## src/logic/zmem_macros.svh

```systemverilog
`ifndef ZMEM_MACROS_SVH
`define ZMEM_MACROS_SVH

// cpu side address bus
`define ZA_W 16

// cpu side data bus, one byte
`define ZD_W 8

// page register width, one per 16k window
`define PAGE_W 8

// dram word address: page on top of za[13:1]
`define DA_W 21

// cache index, low bits of the word address
`define CIDX_W 8

`endif

```

## src/logic/zmem_pkg.sv

```systemverilog
package zmem_pkg;

	// cpu bus operation carried with cyc
	typedef enum logic [1:0]
	{
		OP_FETCH = 2'd0,
		OP_READ  = 2'd1,
		OP_WRITE = 2'd2
	} bus_op_e;

	// bus cycle controller
	typedef enum logic [1:0]
	{
		C_IDLE   = 2'd0,
		C_LOOKUP = 2'd1,
		C_WAIT   = 2'd2,
		C_DONE   = 2'd3
	} ctrl_state_e;

	// dram slot sequencer
	typedef enum logic [1:0]
	{
		D_IDLE   = 2'd0,
		D_ACCESS = 2'd1,
		D_REPLY  = 2'd2
	} dram_state_e;

endpackage

```

## src/logic/zmem_pager.sv

```systemverilog
`include "zmem_macros.svh"

module zmem_pager import zmem_pkg::*;
(
	input logic clk,
	input logic rst,
	input logic cyc,
	input bus_op_e op,
	input logic [`ZA_W-1:0] za,
	input logic [4*`PAGE_W-1:0] xt_page,
	input logic [3:0] memconf,
	input logic [3:0] cache_en,
	output logic [`DA_W-1:0] daddr,
	output logic wr_ok,
	output logic cache_ok,
	output logic dos
);

	logic [1:0] win;
	logic win0;
	logic [`PAGE_W-1:0] page0;
	logic [`PAGE_W-1:0] page;
	logic fetch;
	logic dos_on;
	logic dos_off;
	logic dos_r;

	// two top address bits pick one of four 16k windows
	assign win = za[`ZA_W-1 -: 2];
	assign win0 = (win == 2'd0);

	// window 0 page
	// memconf[2] set: page register taken as is
	// otherwise rom-style rule, low two bits from ~dos and memconf[0]
	assign page0 = memconf[2] ? xt_page[`PAGE_W-1:0]
		: {xt_page[`PAGE_W-1:2], ~dos_r, memconf[0]};

	always_comb
	begin
		case (win)
			2'd0: page = page0;
			2'd1: page = xt_page[2*`PAGE_W-1 -: `PAGE_W];
			2'd2: page = xt_page[3*`PAGE_W-1 -: `PAGE_W];
			default: page = xt_page[4*`PAGE_W-1 -: `PAGE_W];
		endcase
	end

	// word address, za[0] is the byte lane and is dropped here
	assign daddr = {page, za[`ZA_W-3:1]};

	// window 0 writable only with memconf[1]
	assign wr_ok = !win0 || memconf[1];

	// per window cache enable
	assign cache_ok = cache_en[win];

	// dos tracking on opcode fetches only
	assign fetch = cyc && (op == OP_FETCH);

	// entry into the 3Dxx area of window 0
	// only with the rom-style page rule in force
	assign dos_on = fetch && win0 && (za[`ZA_W-3 -: 6] == 6'h3d)
		&& memconf[0] && !memconf[2];

	// any fetch outside window 0 leaves dos
	assign dos_off = fetch && !win0;

	always_ff @(posedge clk)
	begin
		if (rst)
			dos_r <= 1'b0;
		else if (dos_off)
			dos_r <= 1'b0;
		else if (dos_on)
			dos_r <= 1'b1;
	end

	// registered flag, changes the cycle after the fetch
	assign dos = dos_r;

endmodule

```

## config.mk

```make
export PLATFORM = sky130hd
export DESIGN_NAME = zmem_pager
export DESIGN_NICKNAME = d
export VERILOG_FILES = /design/src/logic/zmem_pkg.sv /design/src/logic/zmem_pager.sv
export VERILOG_INCLUDE_DIRS = /design/src /design/src/logic
export SDC_FILE = /design/constraint.sdc
export NUM_CORES = 1
export LEC_CHECK = 0
export BUFFER_PORTS_ARGS = -buffer_cell sky130_fd_sc_hd__buf_4
export CORE_MARGIN = 4
export CORE_UTILIZATION = 24
export CTS_CLUSTER_DIAMETER = 200
export CTS_CLUSTER_SIZE = 14
export DETAILED_ROUTE_END_ITERATION = 16
export GPL_ROUTABILITY_DRIVEN = 0
export PLACE_DENSITY = 0.87
export SYNTH_ARGS = -nofsm -noshare
export SYNTH_HDL_FRONTEND = slang
export SYNTH_SLANG_ARGS = --single-unit
```

## constraint.sdc

```tcl
create_clock -name clk -period 0.95 [get_ports clk]
set_input_delay 0.095 -clock clk [delete_from_list [all_inputs] [get_ports clk]]
set_output_delay 0.095 -clock clk [all_outputs]
set_load 0.01 [all_outputs]
```

==> impl_metrics.ini <==
[timing]
rsz0062_at_grt = true
finalMaxSlewViolations = 0
whs_ns = 0.190
relSlewSlack_pct = 86.7
fmax_ghz = 0.887
finalCriticalPeriod_ns = 1.13
clock_skew_ns = 0
hold_viol = 0
setup_slack_ns = -0.177
post-route-period-util_pct = 119
tightestPinTransition_ns = 0.197
setup_violations = 3

[finish]
drive_above_1_share_pct = 90.5
area_growth_pct = 125
n_antenna_cell = 0
largest_reg_flops = 1
finalInstanceArea_um2 = 961
nets = 158
n_fill_cell = 140

[global_routing]
grt_overflow = 0
grt_max_degree = 12
grtUsageTotal_pct = 12.6
antenna_found_initial = 0
grt_pass1_wl_um = 2620
first_global_vias = 599

[floorplan]
start_util_pct = 26.8
coreArea_mm2 = 0.00159
num_io_pins = 85
die-width_um = 50.2
die_y_um = 50.2
placementRows = 14
fp.dieArea_mm2 = 0.00252

[power_and_ir_drop]
leakage_uw = 0.000472
total_power_uw = 486
powerDensity_mw_per_mm2 = 506
ir_drop_mv = 0.280

[setup_path]
worstPathMaxFanout = 2
arrival_ns = 1.03
timing.rr.start = dos
crit_path_start = memconf[0]
worstSetupPathType = in -> out
slowest_delay_ns = 0.46
end_kind = output pin
cp_cell_sequence = buf_6 > nor2b_4 > a21o_1 > mux4_2 > buf_6
path_common_cell = buf_6
cp_data_required_time_ns = 0.85
slowest_stage = mux4_2
critPathLaunchType = input pin

[placed_design]
place_area_um2 = 863
hpwl_um = 1440
numPortBuffers = 68

[synthesis]
synth_area_leaders = mux4_2 32%, buf_4 23%, mux4_1 18%, dfxtp_1 4.7%, nor2b_1 2.9%
synth_area_per_cell_um2 = 11.3
ys_seq_area_share_pct = 4.68
synth-main-ff-cell = dfxtp_1
syn-cell-area_um2 = 428
ys_ff_latch = 1
synth_enable_flop_cells = 0
synth_largest_area_cell = mux4_2
synth_common_cells = 13 x buf_4, 6 x mux4_2, 3 x mux4_1
synth.net_count = 99
ys_types = 16
postSynthCellCount = 38
synth.most_common_cell = buf_4
ys.warnings.count = 0
ys_async_sr_fraction_pct = 0
synth_top_area_share_pct = 31.6

[drt]
postRouteAntennaNets = 0
wl_um = 1700
dr.first_iter.drc_count = 0
route.detailed.drc = 0
routed_via_density = 4.50
vias = 535
wl_per_cell_um = 14.3
dr.pass1.iters = 1

[hold_path]
hold_start = za[7]
hold_path_class = in -> out

[clock_tree]
hold_buffers = 0
clk_latency_ns = 0

[run_status]
violations = negative setup slack
outcome = finished with violations

[flow_run]
cap_violations = 0
-- worst max-delay path: cells and delay by family --
family | cells | cell delay, ns
muxes | 1 | 0.46
AOI/OAI and AO/OA | 1 | 0.14
and+or+nand+nor | 1 | 0.11
buffers and inverters | 2 | 0.23
-- cells by family (layout without fill, tap and decap cells) --
logic type / after synthesis / after routing / share of synthesized area (%)
AO/OA/AOI/OAI: 4 / 4 / 5.85
buffers and inverters: 15 / 72 / 26.6
flip-flops: 1 / 1 / 4.68
multiplexers: 9 / 9 / 50.0
AND/OR/NAND/NOR: 9 / 9 / 12.9
-- placed cells by master (no fill, tap or decap) --
cell type and instances:
or3_1 1, nor2_1 1, nand2_1 1, buf_6 9, o21ai_2 1, mux4_2 9, o21ai_1 1, buf_4 61
dfxtp_2 1, a21o_1 1, or3b_4 1, nor4bb_2 1, nor2b_4 1, nor2b_1 1, nand3_1 2, o31ai_1 1
buf_12 1, buf_16 1
-- worst paths after layout --
| path | end | slack, ns | cells after the start |
|---|---|---|---|
| max reg2reg | dos | 0.14 | 4 |
| min | daddr[6] | 0.19 | 0 |
| max | daddr[13] | -0.18 | 5 |
| min reg2reg | dos | 0.71 | 4 |
-- area by class of cell --
| type | count | area [µm²] | area share, % |
|---|---|---|---|
| Timing Repair Buffer | 72 | 607 | 63.2 |
| Multi-Input combinational cell | 22 | 303 | 31.5 |
| Tap cell | 24 | 30.0 | 3.12 |
| Sequential cell | 1 | 21.3 | 2.21 |
-- routing by layer --
layer  wire [µm]  part of all wire (%)  global-route usage (%)  vias to the layer above
li1            -                     -                       -                      253
met1         511                    30                    13.9                      236
met3         267                    16                    4.44                        2
met5           0                     0                       0                        -
met4           2                  0.12                   0.922                        0
met2         918                    54                    23.9                       44
-- power breakdown --
group          switching (µW)  internal, µW  leakage, µW
Clock                       0             0            0
Sequential            0.00490          42.8   0.00000857
Combinational             128           315     0.000463
-- timing repair --
action                                  CTS  global route
cloned                                    1             0
resized for setup                        17             5
pin swaps                                 2             1
buffers inserted                          0             2
endpoints found under the setup margin   10             8
-- through the flow --
stage          cells  utilization (%)  setup WS (ns)  setup TNS (ns)
2_1_floorplan     38                -        -0.0133         -0.0133
3_3_place_gp     116             54.2         -0.199           -1.22
3_5_place_dp     116             54.2         -0.233           -1.36
4_1_cts          117             58.0         -0.183          -0.295
5_1_grt          119             60.3         -0.193          -0.340
6_report         119             60.3         -0.177          -0.277
Power figures use the tool's default switching activity.
