`src/logic/zmem_macros.svh`:
```
`ifndef ZMEM_MACROS_SVH
`define ZMEM_MACROS_SVH

// cpu side address bus
`define ZA_W 16

// cpu side data bus, one byte
`define ZD_W 8

// page register width, one per 16k window
`define PAGE_W 8

// dram word address: page on top of za[13:1]
`define DA_W 21

// cache index, low bits of the word address
`define CIDX_W 8

`endif

```
`src/logic/zmem_pkg.sv`:
```
package zmem_pkg;

	// cpu bus operation carried with cyc
	typedef enum logic [1:0]
	{
		OP_FETCH = 2'd0,
		OP_READ  = 2'd1,
		OP_WRITE = 2'd2
	} bus_op_e;

	// bus cycle controller
	typedef enum logic [1:0]
	{
		C_IDLE   = 2'd0,
		C_LOOKUP = 2'd1,
		C_WAIT   = 2'd2,
		C_DONE   = 2'd3
	} ctrl_state_e;

	// dram slot sequencer
	typedef enum logic [1:0]
	{
		D_IDLE   = 2'd0,
		D_ACCESS = 2'd1,
		D_REPLY  = 2'd2
	} dram_state_e;

endpackage

```
`src/logic/dram_if.sv`:
```
`include "zmem_macros.svh"

interface dram_if;

	// request side, one-cycle strobe
	logic req;
	logic wr;
	logic [`DA_W-1:0] addr;
	// byte lane, 0 is the low byte
	logic wrbsel;
	logic [`ZD_W-1:0] wrdata;

	// answer side, exactly one strobe per req
	logic strobe;
	// read word valid with strobe only
	logic [2*`ZD_W-1:0] rddata;

	// bus cycle controller end
	modport ctrl
	(
		output req, wr, addr, wrbsel, wrdata,
		input strobe, rddata
	);

	// dram controller end
	modport mem
	(
		input req, wr, addr, wrbsel, wrdata,
		output strobe, rddata
	);

endinterface

```
`src/logic/zmem_ctrl.sv`:
```
`include "zmem_macros.svh"

module zmem_ctrl import zmem_pkg::*;
(
	input logic clk,
	input logic rst,
	input logic cyc,
	input bus_op_e op,
	input logic za0,
	input logic [`ZD_W-1:0] wdata,
	input logic [`DA_W-1:0] daddr,
	input logic wr_ok,
	input logic cache_ok,
	input logic hit_raw,
	input logic [2*`ZD_W-1:0] rd_word,
	output logic [`DA_W-1:0] lookup_addr,
	output logic fill,
	output logic [2*`ZD_W-1:0] fill_data,
	output logic inval,
	output logic [`ZD_W-1:0] rdata,
	output logic done,
	output logic hit,
	dram_if.ctrl dram
);

	ctrl_state_e state;

	// captured bus cycle
	bus_op_e op_r;
	logic lane_r;
	logic [`ZD_W-1:0] wdata_r;
	logic [`DA_W-1:0] addr_r;
	logic wr_ok_r;
	logic cache_ok_r;

	logic [`ZD_W-1:0] rdata_r;
	logic hit_r;
	logic is_wr;
	logic served;

	// byte lane select, za[0] high picks the upper byte
	function automatic logic [`ZD_W-1:0] lane_byte(input logic [2*`ZD_W-1:0] w, input logic hi);
		return hi ? w[2*`ZD_W-1:`ZD_W] : w[`ZD_W-1:0];
	endfunction

	assign is_wr = (op_r == OP_WRITE);

	// finished without dram
	// read hit in an enabled window, or a protected write
	assign served = is_wr ? !wr_ok_r : (hit_raw && cache_ok_r);

	// live address while idle so the lookup lands in C_LOOKUP
	// then held for fill and inval
	assign lookup_addr = (state == C_IDLE) ? daddr : addr_r;

	always_ff @(posedge clk)
	begin
		if (rst)
			state <= C_IDLE;
		else
		begin
			case (state)
				C_IDLE:
					if (cyc)
						state <= C_LOOKUP;
				C_LOOKUP:
					state <= served ? C_DONE : C_WAIT;
				C_WAIT:
					if (dram.strobe)
						state <= C_DONE;
				default:
					state <= C_IDLE;
			endcase
		end
	end

	// cyc outside C_IDLE never gets here
	always_ff @(posedge clk)
	begin
		if (state == C_IDLE && cyc)
		begin
			op_r <= op;
			lane_r <= za0;
			wdata_r <= wdata;
			addr_r <= daddr;
			wr_ok_r <= wr_ok;
			cache_ok_r <= cache_ok;
		end
		// writes never report hit
		if (state == C_LOOKUP)
			hit_r <= !is_wr && hit_raw && cache_ok_r;
		if (state == C_LOOKUP && served && !is_wr)
			rdata_r <= lane_byte(rd_word, lane_r);
		else if (state == C_WAIT && dram.strobe && !is_wr)
			rdata_r <= lane_byte(dram.rddata, lane_r);
	end

	// one-cycle request, fields from the captured cycle
	assign dram.req = (state == C_LOOKUP) && !served;
	assign dram.wr = is_wr;
	assign dram.addr = addr_r;
	assign dram.wrbsel = lane_r;
	assign dram.wrdata = wdata_r;

	// stale entry dropped on an allowed write that hit
	assign inval = (state == C_LOOKUP) && is_wr && wr_ok_r && hit_raw;

	// read data from dram refills the entry
	assign fill = (state == C_WAIT) && dram.strobe && !is_wr && cache_ok_r;
	assign fill_data = dram.rddata;

	assign done = (state == C_DONE);
	assign rdata = rdata_r;
	assign hit = hit_r;

endmodule

```
`src/flat_wrapper.sv`:
```
// flat-port wrapper written by rule: the top's interface ports become plain ports
module zmem_ctrl_flat import zmem_pkg::*;
  (clk, rst, cyc, op, za0, wdata, daddr, wr_ok, cache_ok, hit_raw, rd_word, lookup_addr, fill, fill_data, inval, rdata, done, hit, dram_req, dram_wr, dram_addr, dram_wrbsel, dram_wrdata, dram_strobe, dram_rddata);
  dram_if dram_i ();
  input logic clk;
  input logic rst;
  input logic cyc;
  input bus_op_e op;
  input logic za0;
  input logic [`ZD_W-1:0] wdata;
  input logic [`DA_W-1:0] daddr;
  input logic wr_ok;
  input logic cache_ok;
  input logic hit_raw;
  input logic [2*`ZD_W-1:0] rd_word;
  output logic [`DA_W-1:0] lookup_addr;
  output logic fill;
  output logic [2*`ZD_W-1:0] fill_data;
  output logic inval;
  output logic [`ZD_W-1:0] rdata;
  output logic done;
  output logic hit;
  output wire logic [$bits(dram_i.req)-1:0] dram_req;
  output wire logic [$bits(dram_i.wr)-1:0] dram_wr;
  output wire logic [$bits(dram_i.addr)-1:0] dram_addr;
  output wire logic [$bits(dram_i.wrbsel)-1:0] dram_wrbsel;
  output wire logic [$bits(dram_i.wrdata)-1:0] dram_wrdata;
  input wire logic [$bits(dram_i.strobe)-1:0] dram_strobe;
  input wire logic [$bits(dram_i.rddata)-1:0] dram_rddata;
  assign dram_req = dram_i.req;
  assign dram_wr = dram_i.wr;
  assign dram_addr = dram_i.addr;
  assign dram_wrbsel = dram_i.wrbsel;
  assign dram_wrdata = dram_i.wrdata;
  assign dram_i.strobe = dram_strobe;
  assign dram_i.rddata = dram_rddata;
  zmem_ctrl u_core (.clk(clk), .rst(rst), .cyc(cyc), .op(op), .za0(za0), .wdata(wdata), .daddr(daddr), .wr_ok(wr_ok), .cache_ok(cache_ok), .hit_raw(hit_raw), .rd_word(rd_word), .lookup_addr(lookup_addr), .fill(fill), .fill_data(fill_data), .inval(inval), .rdata(rdata), .done(done), .hit(hit), .dram(dram_i));
endmodule
```
`config.mk`:
```
export PLATFORM = sky130hd
export DESIGN_NAME = zmem_ctrl_flat
export DESIGN_NICKNAME = d
export VERILOG_FILES = /design/src/logic/zmem_pkg.sv /design/src/logic/dram_if.sv /design/src/logic/zmem_ctrl.sv /design/src/flat_wrapper.sv
export VERILOG_INCLUDE_DIRS = /design/src /design/src/logic
export SDC_FILE = /design/constraint.sdc
export NUM_CORES = 1
export LEC_CHECK = 0
export BUFFER_PORTS_ARGS = -buffer_cell sky130_fd_sc_hd__clkbuf_2
export CAP_MARGIN = 25
export CORE_AREA = 2 2 75 77
export DETAILED_ROUTE_END_ITERATION = 10
export DIE_AREA = 0 0 77 79
export HOLD_SLACK_MARGIN = 0.1
export PLACE_DENSITY = 0.78
export SLEW_MARGIN = 40
export SYNTH_ARGS = -nofsm -noshare
export SYNTH_HDL_FRONTEND = slang
export SYNTH_SLANG_ARGS = --single-unit
```
`constraint.sdc`:
```
create_clock -name clk -period 2.71 [get_ports clk]
set_input_delay 0.813 -clock clk [delete_from_list [all_inputs] [get_ports clk]]
set_output_delay 0.813 -clock clk [all_outputs]
set_load 0.02 [all_outputs]
```
==> results by group <==
Synthesis
  – Post-synth EDFFs: 43
  – Synth unique cells: 21
  – Sequential fraction of the synthesis area: 63.41%
  – Post-synth top flop: edfxtp_1
  – Netlist Area Pre-Place: 2100 um^2
  – Synthesized flop and latch total: 45
  – Share of the synthesized area in the top cell type: 61.50%
  – Syn avg cell area: 17.07 um^2
  – Synthesized Nets: 198
  – Count leader, synth: edfxtp_1
  – Most instantiated cells after synthesis: edfxtp_1, mux2_2, buf_4
  – Synth area leaders: edfxtp_1, mux2_2, mux4_2
  – Biggest area consumer among synthesized cells: edfxtp_1
  – Asr flop ratio synth: 0%
  – Cells after Synth: 123
  – Yosys warning count: 0

Placed design
  – Cells after DPL: 329
  – Cell Area, Placed: 2826 um^2
  – DP HPWL: 3763 um
  – Gp weighted congestion: 0.8154
  – Port buffer count: 151

Die
  – Boundary pin count: 152
  – DIE AREA: 6083 um^2
  – Core ar.: 5338 um^2
  – Rows: 27
  – Starting density of the core: 39.33%
  – Width of the die: 77 um
  – Die H: 79 um

Timing
  – Final setup viols: 0
  – Unrepaired setup endpoints after global routing: no
  – Worst Skew: 0.006076 ns
  – Final-report hold violation count: 0
  – Worst-margin pin slew: 0.6725 ns
  – Max Clk Rate: 399.1 MHz
  – Slew Limit Fails: 0
  – Total negative slack: 0 ns
  – Final Critical Period: 2.505 ns
  – Period Utilization, post-route: 92.45%
  – Relative slew slack: 54.87%

Critical path
  – Critical setup path kind: reg -> out
  – Worst path slowest cell: mux2_2
  – R2R depth: 7
  – R2r endpoint: u_core.state[0]
  – CP bufs+invs: 3
  – Required @ worst endpoint: 1.90 ns
  – Critical R2R Launch: u_core.state[0]
  – Crit-path max FO: 23
  – Cell chain of the critical path: inv_1, ha_1, buf_4, mux2_2, clkbuf_2
  – Max stage delay on crit path: 0.39 ns
  – CP Launch Type: register
  – Crit end category: output pin
  – Reg2reg setup slack: 0.90 ns
  – CP top delay family: buffers and inverters
  – Critical path arrival: 1.69 ns

Drt
  – Via Count: 1,585
  – Routed WL per cell: 14.14 um
  – Vias per cell: 4.703
  – Top layer in use: met4
  – M1 WL: 1889 um
  – DR iter-0 viols: 60
  – Met2 WL: 2245 um
  – Metal3 WL: 575 um
  – Drt drc: 0
  – Post-Route WL: 4764 um
  – DRT antenna net count: 0
  – First-pass iteration count of the detailed router: 4

Power
  – Power per cell area: 981.4 nW/um^2
  – Overall power: 0.002878 W
  – Sw Ratio: 38.46%
  – Clock share of power: 16.9%
  – Comb pwr share: 46.1%
  – Static Leak: 1.374 nW
  – Switching power total: 0.001107 W
  – Internal Power: 0.001771 W
  – Sequential share of power: 37.0%
  – Peak VDD IR: 604.1 uV

Global routing
  – GRT Residual Overflow: 0
  – Vias in the first global route: 1,485
  – First-pass GRT wire length: 7141 um
  – Total track usage: 15.24%
  – Antenna violations before repair: 0
  – Largest net degree at the start of global routing: 35

Hold path
  – End of the worst hold path: u_core.state[1]
  – Hold_sp: u_core.state[1]
  – Worst Hold Path Cells: 2
  – Min-delay worst type: reg -> reg

Cells and area
  – Nets: 339
  – Layout area overhead: 39.69%
  – Antenna diodes: 0
  – Share of layout cells above drive strength 1: 70.94%
  – Fin cells: 337
  – Final Cell Area: 2933 um^2

Clocking
  – H-tree depth: 2
  – Hold Buf Count CTS: 0
  – Root buffer cell: clkbuf_8
  – CTS Buffer Depth: 2
  – Reg clk slew, reported paths: 0.08 ns
  – CTS Sinks: 45
  – Post-cts sizing count: 0
  – Setup Fix Bufs, Post-CTS: 0
  – Cts bufs inserted: 5
  – Clock latency on the worst-skew pair: 0.30 ns
  – CTS tree: built

Outcome
  – Status: finished, final reports clean

Flow run
  – Max-Cap Viols: 0
[state kept, by name, indices dropped and copies added, names as in the netlist]
name and flops:
u_core.dram.addr 21, u_core.dram.wrbsel 1, u_core.state 2, u_core.dram.wrdata 8
u_core.hit 1, u_core.op_r 2, u_core.rdata 8, u_core.cache_ok_r 1
u_core.wr_ok_r 1
[worst max path at each step]
| stage | endpoint | cells after the start | startpoint |
|---|---|---|---|
| 2_1_floorplan | u_core.cache_ok_r | 4 | u_core.state[0] |
| 3_3_place_gp | dram_req | 5 | hit_raw |
| 3_5_place_dp | dram_req | 5 | hit_raw |
| 4_1_cts | lookup_addr[2] | 5 | u_core.state[0] |
| 5_1_grt | lookup_addr[2] | 5 | u_core.state[1] |
| 6_report | lookup_addr[2] | 5 | u_core.state[0] |
[cells in the final DEF, fill, tap and decap left out, drive strengths merged]
cell	count
nor2	5
ha	4
o22ai	1
or4b	1
and2	1
edfxtp	43
nand2b	1
bufinv	1
mux2i	3
nand3	1
inv	6
o21ai	1
clkinv	1
dfxtp	2
nand4	1
mux4	8
mux2	21
clkbuf	157
buf	2
nand2	3
a21oi	2
[final cells by class]
class | count | area [um^2]
sequential | 45 | 1331
clock inverter | 2 | 33.78
fill | 440 | 2405
clock buffer | 6 | 72.57
multi-input combinational | 53 | 611.8
tap | 72 | 90.09
timing repair buffer | 153 | 770.7
inverter | 6 | 22.52
[power by group through the flow]
stage	sequential [W]	combinational (W)	clock (W)
floorplan	0.00122	0.000783	0
global placement	0.00108	0.00133	0
CTS	0.00107	0.00135	0.000501
detailed placement	0.00107	0.00134	0
global route	0.00109	0.00142	0.000534
finish	0.00106	0.00133	0.000488
[worst min-delay path: cells and delay by family (launching register included)]
family | cells | cell delay [ns]
simple gates | 1 | 0.05
mux | 1 | 0.14
flops | 1 | 0.34
[routing by layer]
metal | track usage (%) | vias to the layer above
li1 | - | 740
met1 | 18.26 | 720
met2 | 25.88 | 119
met3 | 5.455 | 6
met4 | 4.821 | 0
met5 | 0 | -
[metrics by stage]
stage | util [%] | hold slack (ns) | setup slack (ns)
floorplan | - | 0.5175 | 0.6142
finish | 54.95 | 0.5651 | 0.2046
global route | 54.95 | 0.6324 | 0.08474
detailed placement | 52.95 | 0.5683 | 0.4840
CTS | 54.95 | 0.5777 | 0.1829
global placement | 52.95 | 0.5433 | 0.4949
[cell families (layout without fill, tap and decap cells)]
| kind of cell | Yosys count | count (layout) | share of synthesized area, % |
|---|---|---|---|
| flops | 45 | 45 | 63.41 |
| compound gates | 4 | 4 | 1.013 |
| fa+ha+maj | 4 | 4 | 2.384 |
| simple gates | 13 | 13 | 4.112 |
| mux | 32 | 32 | 21.63 |
| buf+inv | 25 | 167 | 7.449 |
(Power assumes the default switching activity.)
